<file path="src/common/fgyrus_pkg.sv">
// Shared package for the stereo frame analyser
// Bus and memory sizes, frame length, sample type and local-bus register map
package fgyrus_pkg;

   // Local bus
   localparam int lb_data_w      = 32;
   localparam int lb_addr_w      = 12;

   // PCM channel memories
   localparam int pcm_mem_data_w = 32;                     // One sample per word
   localparam int pcm_mem_addr_w = 7;
   localparam int frame_len      = 1 << pcm_mem_addr_w;    // 128 samples per frame

   localparam int pcm_sample_w   = 16;                     // Low half of each word

   // 128 squares of -32768 reach 2^37 with headroom to spare
   localparam int acc_w          = 39;

   // Signed PCM sample as stored in bits 15:0
   typedef logic signed [pcm_sample_w-1:0] pcm_sample_t;

   // Register map in byte addresses
   localparam logic [lb_addr_w-1:0] reg_ctrl_addr   = 12'h000;  // Bit 0 enable
   localparam logic [lb_addr_w-1:0] reg_status_addr = 12'h004;  // Busy, frame count
   localparam logic [lb_addr_w-1:0] reg_lpow_addr   = 12'h010;  // Left mean square
   localparam logic [lb_addr_w-1:0] reg_lpeak_addr  = 12'h014;  // Left peak magnitude
   localparam logic [lb_addr_w-1:0] reg_rpow_addr   = 12'h018;  // Right mean square
   localparam logic [lb_addr_w-1:0] reg_rpeak_addr  = 12'h01C;  // Right peak magnitude

   // Returned for any address outside the map
   localparam logic [lb_data_w-1:0] reg_bad_data    = 32'hDEAD_DEAD;

endpackage

</file>
<file path="src/source/fgyrus_pcm_fetch.sv">
// Frame fetch sequencer
// Issues 128 reads to both PCM memories and counts the words that return
module fgyrus_pcm_fetch
   import fgyrus_pkg::*;
(
   input  logic                      sys_clk_100,
   input  logic                      rst,
   input  logic                      enable,        // From control register
   input  logic                      pcm_rdy,       // New frame available
   output logic [pcm_mem_addr_w-1:0] mem_addr,      // Shared by both channels
   output logic                      mem_rden,
   input  logic                      mem_rd_valid,  // Marks returned words
   output logic                      busy,
   output logic                      frame_start,   // Clears the stats units
   output logic                      sample_valid,
   output logic                      frame_end      // With last returned word
);

   logic [pcm_mem_addr_w-1:0] rcv_cnt;             // Words returned so far

   // Frame accepted only when idle and enabled
   assign frame_start  = pcm_rdy & enable & ~busy;
   assign sample_valid = mem_rd_valid & busy;
   assign frame_end    = sample_valid && (rcv_cnt == pcm_mem_addr_w'(frame_len - 1));

   always_ff @(posedge sys_clk_100)
   begin
      if (rst)
      begin
         busy <= 1'b0;
      end
      else if (frame_start)
      begin
         busy <= 1'b1;                             // Rises the cycle after accept
      end
      else if (frame_end)
      begin
         busy <= 1'b0;                             // All 128 words are in
      end
   end

   // Read issue side with one request per cycle
   always_ff @(posedge sys_clk_100)
   begin
      if (rst)
      begin
         mem_rden <= 1'b0;
         mem_addr <= '0;
      end
      else if (frame_start)
      begin
         mem_rden <= 1'b1;
         mem_addr <= '0;
      end
      else if (mem_rden)
      begin
         mem_addr <= mem_addr + 1'b1;              // Wraps back to 0 at the end
         if (mem_addr == pcm_mem_addr_w'(frame_len - 1))
         begin
            mem_rden <= 1'b0;                      // Last request out
         end
      end
   end

   // Return side with up to four reads in flight
   always_ff @(posedge sys_clk_100)
   begin
      if (rst)
      begin
         rcv_cnt <= '0;
      end
      else if (frame_start)
      begin
         rcv_cnt <= '0;
      end
      else if (sample_valid)
      begin
         rcv_cnt <= rcv_cnt + 1'b1;
      end
   end

   // Requests stay inside the busy window
   assert property (@(posedge sys_clk_100) disable iff (rst) mem_rden |-> busy)
      else $error("mem_rden raised while not busy");

   // Memory returns no more words than were requested
   assert property (@(posedge sys_clk_100) disable iff (rst) mem_rd_valid |-> busy)
      else $error("mem_rd_valid after all frame words returned");

endmodule

</file>
<file path="src/source/fgyrus_chnnl_stats.sv">
// Per-channel frame statistics
// Sum of squares reduced to mean square, and peak absolute sample value
module fgyrus_chnnl_stats
   import fgyrus_pkg::*;
(
   input  logic                      sys_clk_100,
   input  logic                      rst,
   input  logic                      frame_start,   // Clears accumulators
   input  logic                      sample_valid,
   input  logic [pcm_mem_data_w-1:0] sample_word,   // Sample in low half
   input  logic                      frame_end,     // Last sample of frame
   output logic [lb_data_w-1:0]      power,         // Mean square, saturated
   output logic [lb_data_w-1:0]      peak,          // Largest magnitude
   output logic                      stats_done
);

   pcm_sample_t                 sample;
   logic [31:0]                 sample_sq;         // Square fits 2^30
   logic [pcm_sample_w-1:0]     sample_abs;        // 32768 for -32768
   logic [acc_w-1:0]            acc;
   logic [acc_w-1:0]            acc_nxt;
   logic [acc_w-1:0]            acc_mean;
   logic [pcm_sample_w-1:0]     peak_run;
   logic [pcm_sample_w-1:0]     peak_nxt;
   logic                        in_frame;

   assign sample     = pcm_sample_t'(sample_word[pcm_sample_w-1:0]);
   assign sample_sq  = sample * sample;            // Signed, 32 bit context
   assign sample_abs = sample[pcm_sample_w-1] ? pcm_sample_w'(~sample + 1'b1)
                                              : sample;
   assign acc_nxt    = acc + {{(acc_w-32){1'b0}}, sample_sq};
   assign acc_mean   = acc_nxt >> $clog2(frame_len);   // Divide by 128
   assign peak_nxt   = (sample_abs > peak_run) ? sample_abs : peak_run;

   always_ff @(posedge sys_clk_100)
   begin
      if (rst)
      begin
         acc      <= '0;
         peak_run <= '0;
         in_frame <= 1'b0;
      end
      else if (frame_start)
      begin
         acc      <= '0;
         peak_run <= '0;
         in_frame <= 1'b1;
      end
      else if (sample_valid)
      begin
         acc      <= acc_nxt;
         peak_run <= peak_nxt;
         if (frame_end)
            in_frame <= 1'b0;
      end
   end

   // Results taken from the running values including the last sample
   always_ff @(posedge sys_clk_100)
   begin
      if (rst)
      begin
         power      <= '0;
         peak       <= '0;
         stats_done <= 1'b0;
      end
      else
      begin
         stats_done <= frame_end;                  // One cycle after frame end
         if (frame_end)
         begin
            power <= (|acc_mean[acc_w-1:lb_data_w]) ? '1 : acc_mean[lb_data_w-1:0];
            peak  <= {{(lb_data_w-pcm_sample_w){1'b0}}, peak_nxt};
         end
      end
   end

   // Fetch only hands over samples between frame start and frame end
   assert property (@(posedge sys_clk_100) disable iff (rst) sample_valid |-> in_frame)
      else $error("sample_valid outside a frame");

endmodule

</file>
<file path="src/source/fgyrus_lb_regs.sv">
// Local-bus register slave
// Control, status with frame count, and latched per-channel results
module fgyrus_lb_regs
   import fgyrus_pkg::*;
(
   input  logic                 sys_clk_100,
   input  logic                 rst,
   input  logic                 lb_rd_en,
   input  logic                 lb_wr_en,
   input  logic [lb_addr_w-1:0] lb_addr,
   input  logic [lb_data_w-1:0] lb_wr_data,
   output logic                 lb_rd_valid,    // One cycle after rd_en
   output logic                 lb_wr_valid,    // One cycle after wr_en
   output logic [lb_data_w-1:0] lb_rd_data,
   input  logic                 busy,           // From fetch
   input  logic                 stats_done,     // Results ready
   input  logic [lb_data_w-1:0] lpow,
   input  logic [lb_data_w-1:0] lpeak,
   input  logic [lb_data_w-1:0] rpow,
   input  logic [lb_data_w-1:0] rpeak,
   output logic                 enable
);

   logic [15:0]          frame_cnt;             // Wraps at 16 bits
   logic [lb_data_w-1:0] lpow_q;
   logic [lb_data_w-1:0] lpeak_q;
   logic [lb_data_w-1:0] rpow_q;
   logic [lb_data_w-1:0] rpeak_q;
   logic [lb_data_w-1:0] rd_mux;

   // Busy is kept high in status until the results and count are latched
   always_comb
   begin
      case (lb_addr)
         reg_ctrl_addr:   rd_mux = {{(lb_data_w-1){1'b0}}, enable};
         reg_status_addr: rd_mux = {frame_cnt, 15'd0, busy | stats_done};
         reg_lpow_addr:   rd_mux = lpow_q;
         reg_lpeak_addr:  rd_mux = lpeak_q;
         reg_rpow_addr:   rd_mux = rpow_q;
         reg_rpeak_addr:  rd_mux = rpeak_q;
         default:         rd_mux = reg_bad_data;   // Unmapped
      endcase
   end

   // Bus handshake
   always_ff @(posedge sys_clk_100)
   begin
      if (rst)
      begin
         lb_rd_valid <= 1'b0;
         lb_wr_valid <= 1'b0;
      end
      else
      begin
         lb_rd_valid <= lb_rd_en;
         lb_wr_valid <= lb_wr_en;                 // All writes acknowledged
      end
   end

   always_ff @(posedge sys_clk_100)
   begin
      if (lb_rd_en)
      begin
         lb_rd_data <= rd_mux;
      end
   end

   // Control and result registers
   always_ff @(posedge sys_clk_100)
   begin
      if (rst)
      begin
         enable    <= 1'b0;
         frame_cnt <= '0;
         lpow_q    <= '0;
         lpeak_q   <= '0;
         rpow_q    <= '0;
         rpeak_q   <= '0;
      end
      else
      begin
         if (lb_wr_en && (lb_addr == reg_ctrl_addr))
         begin
            enable <= lb_wr_data[0];              // Only writable bit
         end
         if (stats_done)
         begin
            frame_cnt <= frame_cnt + 1'b1;
            lpow_q    <= lpow;
            lpeak_q   <= lpeak;
            rpow_q    <= rpow;
            rpeak_q   <= rpeak;
         end
      end
   end

   // Master issues one access at a time
   assert property (@(posedge sys_clk_100) disable iff (rst) !(lb_rd_en && lb_wr_en))
      else $error("lb_rd_en and lb_wr_en high together");

endmodule

</file>
<file path="src/source/fgyrus_top.sv">
// Stereo frame analyser top level
// Frame fetch, left and right statistics units, local-bus registers
module fgyrus_top
   import fgyrus_pkg::*;
(
   input  logic                      sys_clk_100,
   input  logic                      rst,
   input  logic                      pcm_rdy,       // Frame strobe
   input  logic                      lb_rd_en,
   input  logic                      lb_wr_en,
   input  logic [lb_addr_w-1:0]      lb_addr,
   input  logic [lb_data_w-1:0]      lb_wr_data,
   output logic                      lb_rd_valid,
   output logic                      lb_wr_valid,
   output logic [lb_data_w-1:0]      lb_rd_data,
   output logic [pcm_mem_addr_w-1:0] mem_addr,      // Both channel memories
   output logic                      mem_rden,
   input  logic [pcm_mem_data_w-1:0] lpcm_rdata,
   input  logic [pcm_mem_data_w-1:0] rpcm_rdata,
   input  logic                      mem_rd_valid   // Common to both channels
);

   logic                 enable;
   logic                 busy;
   logic                 frame_start;
   logic                 sample_valid;
   logic                 frame_end;
   logic                 stats_done;
   logic [lb_data_w-1:0] lpow;
   logic [lb_data_w-1:0] lpeak;
   logic [lb_data_w-1:0] rpow;
   logic [lb_data_w-1:0] rpeak;

   fgyrus_pcm_fetch u_fetch
   (
      .sys_clk_100  (sys_clk_100),
      .rst          (rst),
      .enable       (enable),
      .pcm_rdy      (pcm_rdy),
      .mem_addr     (mem_addr),
      .mem_rden     (mem_rden),
      .mem_rd_valid (mem_rd_valid),
      .busy         (busy),
      .frame_start  (frame_start),
      .sample_valid (sample_valid),
      .frame_end    (frame_end)
   );

   fgyrus_chnnl_stats lchnnl
   (
      .sys_clk_100  (sys_clk_100),
      .rst          (rst),
      .frame_start  (frame_start),
      .sample_valid (sample_valid),
      .sample_word  (lpcm_rdata),
      .frame_end    (frame_end),
      .power        (lpow),
      .peak         (lpeak),
      .stats_done   (stats_done)
   );

   // Same sample stream timing as the left channel, so its done is identical
   fgyrus_chnnl_stats rchnnl
   (
      .sys_clk_100  (sys_clk_100),
      .rst          (rst),
      .frame_start  (frame_start),
      .sample_valid (sample_valid),
      .sample_word  (rpcm_rdata),
      .frame_end    (frame_end),
      .power        (rpow),
      .peak         (rpeak),
      .stats_done   ()
   );

   fgyrus_lb_regs u_regs
   (
      .sys_clk_100  (sys_clk_100),
      .rst          (rst),
      .lb_rd_en     (lb_rd_en),
      .lb_wr_en     (lb_wr_en),
      .lb_addr      (lb_addr),
      .lb_wr_data   (lb_wr_data),
      .lb_rd_valid  (lb_rd_valid),
      .lb_wr_valid  (lb_wr_valid),
      .lb_rd_data   (lb_rd_data),
      .busy         (busy),
      .stats_done   (stats_done),
      .lpow         (lpow),
      .lpeak        (lpeak),
      .rpow         (rpow),
      .rpeak        (rpeak),
      .enable       (enable)
   );

endmodule

</file>
<file path="config.mk">
export PLATFORM = sky130hd
export DESIGN_NAME = fgyrus_top
export DESIGN_NICKNAME = d
export VERILOG_FILES = /design/src/common/fgyrus_pkg.sv /design/src/source/fgyrus_pcm_fetch.sv /design/src/source/fgyrus_chnnl_stats.sv /design/src/source/fgyrus_lb_regs.sv /design/src/source/fgyrus_top.sv
export SDC_FILE = /design/constraint.sdc
export NUM_CORES = 2
export LEC_CHECK = 0
export BUFFER_PORTS_ARGS = -buffer_cell sky130_fd_sc_hd__clkbuf_2
export CAP_MARGIN = 40
export CORE_ASPECT_RATIO = 1.25
export CORE_MARGIN = 1.5
export CORE_UTILIZATION = 50
export DETAILED_ROUTE_END_ITERATION = 6
export PLACE_DENSITY = 0.67
export SYNTH_ARGS = -nofsm -noshare
export SYNTH_HDL_FRONTEND = slang
export SYNTH_SLANG_ARGS = --single-unit
export TNS_END_PERCENT = 20
</file>
<file path="constraint.sdc">
create_clock -name sys_clk_100 -period 13.6 [get_ports sys_clk_100]
set_input_delay 2.72 -clock sys_clk_100 [delete_from_list [all_inputs] [get_ports sys_clk_100]]
set_output_delay 2.72 -clock sys_clk_100 [all_outputs]
set_load 0.01 [all_outputs]
</file>
==> impl_metrics.tcl <==
set metrics [dict create \
    dieArea_sq_mm 0.0754 \
    ys_warn_count 0 \
    cts_buffer_depth 3 \
    numPortBuffers 92 \
    post_synth_inst_count 4190 \
    start_util_pct 50.4 \
    yosys-top-cells-area "fa_1 (26%), dfxtp_1 (18%), ha_1 (9.4%)" \
    yosys.area.top_type "fa_1" \
    grt_pass1_vias 28000 \
    rows 111 \
    cts_buffers 38 \
    die_h_microns 307 \
    die_w_microns 246 \
    critical-path-max-stage-delay_ns 0.55 \
    gp_congestion 0.869 \
    worstHoldStart "lchnnl.peak[9]" \
    cpMostUsedCell "fa_1" \
    final.fill_count 6801 \
    ant_nets 0 \
    final_max_slew_viol_count 0 \
    synthDistinctLibCells 83 \
    ys_ff_latch 370 \
    post-route-drc-count 0 \
    r2r_start "u_fetch.busy" \
    path_class "in2reg" \
    cts_hold_buf 0 \
    yosysSeqAreaShare_pct 21.0 \
    hpwl_mm 68.2 \
    postCtsSetupBuffers 0 \
    clk_latency_ns 0.55 \
    rsz0062_at_grt "false" \
    htreeDepth 2 \
    max_freq_mhz 88.5 \
    synthArstFlopShare_pct 0 \
    endpoint_kind "flip-flop" \
    syn-mean-instance-area_sq_um 8.80 \
    endpoint "rchnnl.acc[38]" \
    synth_edf_count 32 \
    critPathMaxFanout 19 \
    setup_violations 0 \
    startpoint "rpcm_rdata[1]" \
    wl_per_cell_microns 17.0 \
    min_period_ns 11.29 \
    worstReg2RegEnd "lchnnl.peak[7]" \
    drive_above_1_share_pct 5.25 \
    synth_top_area_share_pct 25.9 \
    cp.required_ns 14.08 \
    critical_path_arrival_ns 11.78 \
    cp-start-kind "input port" \
    grt_max_degree 88 \
    grt_usage_pct 23.8 \
    antenna_found_initial 2 \
    period_share_pct 83.0 \
    syn_area_sq_mm 0.0369 \
    cpMaxStageDelayCell "o31a_1" \
    vias 27900 \
    cts_resized 0 \
    path_clk_slew_ns 0.06 \
    wirelength_mm 87.8 \
    viasPerCell 5.41 \
    drt_first_pass_iters 7 \
    hold_viol_final 0 \
    coreArea_sq_mm 0.0732 \
    cts_tree "built" \
    layout.nets 5030 \
    tns_ns 0 \
    status "finished clean" \
    hold_path.class "reg2reg" \
    area_growth_pct 6.65 \
    r2r_cells 9 \
    drtIter0Drc 1492 \
    grt_pass1_wl_mm 144 \
    worst-r2r-setup-slack_ns 10.17 \
    grt.overflow.total 0 \
    syn_nets 5057 \
    synth_ff_type "dfxtp_1" \
    clock-sinks 370 \
    ios 156 \
    slew_headroom_pct 39.5 \
    whs_ns 0.455 \
    finClkSkew_ns 0.0187 \
    drv_cap 0 \
    yosys-top-cells-count "inv_1 (728), fa_1 (476), nand2_1 (464)" \
    synth_most_common_cell "inv_1" \
    worst_pin_slew_ns 0.908 \
    root_buffer "clkbuf_16" \
]
-- flip-flops by register name, summed over array words and instances (netlist names), 7 cells and up --
| name | flops |
|---|---|
| rchnnl.peak_run | 16 |
| rchnnl.power | 32 |
| lchnnl.power | 32 |
| lchnnl.peak | 16 |
| lchnnl.acc | 39 |
| u_regs.lpow_q | 32 |
| u_regs.lb_rd_data | 32 |
| lchnnl.peak_run | 16 |
| u_regs.lpeak_q | 16 |
| rchnnl.peak | 16 |
| u_fetch.mem_addr | 7 |
| u_regs.frame_cnt | 16 |
| u_fetch.rcv_cnt | 7 |
| u_regs.rpow_q | 32 |
| u_regs.rpeak_q | 16 |
| rchnnl.acc | 39 |
-- critical path: cells and delay by family --
kind,cells,cell delay (ns)
adders and majority gates,8,3.56
AOI/OAI and AO/OA,11,2.41
xor gates and xnor gates,1,0.15
and+or+nand+nor,6,1.82
buffers and inverters,6,1.11
-- layout make-up --
type	instances	area, sq um	share of cell area (%)
antenna	1	2.50	0.00637
clock buffer	56	1120	2.85
clock inverter	13	124	0.315
inverter	732	2750	6.99
multi-input combinational	2901	25600	65.2
sequential	370	7730	19.7
tap	960	1200	3.06
timing repair buffer	120	753	1.92
-- metal layers --
| layer | global-route usage, % | routed length [microns] | vias up |
|---|---|---|---|
| li1 | - | - | 13500 |
| met5 | 0 | 0 | - |
| met3 | 1.79 | 3420 | 98 |
| met2 | 41.7 | 43800 | 546 |
| met4 | 5.15 | 1670 | 0 |
| met1 | 31.9 | 38900 | 13800 |
-- layout by cell type (no fill, tap or decap), types with 65 or more instances in the layout --
master    synthesis  final
a21o_1           65     65
xnor2_1         135    135
o21ai_0          90     90
inv_1           728    728
a21oi_1         248    248
and2_1           70     68
clkbuf_2          0     91
mux2i_1         118    118
ha_1            277    277
fa_1            476    476
nor2_1          347    347
nand2_1         464    462
a211oi_1         66     66
dfxtp_1         338    337
-- stage by stage --
step | area [sq um] | std cells | worst slack (ns) | utilization, %
floorplan | 36900 | 4190 | 3.14 | -
global placement | 37900 | 5074 | 1.89 | 51.8
detailed placement | 38100 | 5083 | 1.80 | 52.0
CTS | 39300 | 5152 | 2.34 | 53.7
global route | 39300 | 5153 | 1.81 | 53.7
finish | 39300 | 5153 | 2.31 | 53.7
-- cells by family (layout without fill, tap and decap cells) --
family	count (synthesis)	count (layout)	share of synthesized area (%)
simple gates	1123	1123	13.5
buf+inv	919	921	9.55
fa+ha+maj	753	753	35.3
compound gates	701	701	12.4
flops	370	370	21.0
xor+xnor	199	199	4.73
mux	125	125	3.57
other cells	0	1	0
-- worst min path at each step --
stage | endpoint | slack, ns | depth (start not counted)
after floorplan | lchnnl.power[15] | 0.43 | 2
after global placement | rchnnl.power[15] | 0.44 | 2
after detailed placement | lchnnl.peak[7] | 0.45 | 2
after CTS | lchnnl.power[16] | 0.46 | 2
after global routing | lchnnl.power[1] | 0.47 | 2
final | lchnnl.peak[9] | 0.46 | 2
Power is left out: the tool's default activity adds up to more than one toggle a clock period on the data nets, which glitch-free logic cannot reach.
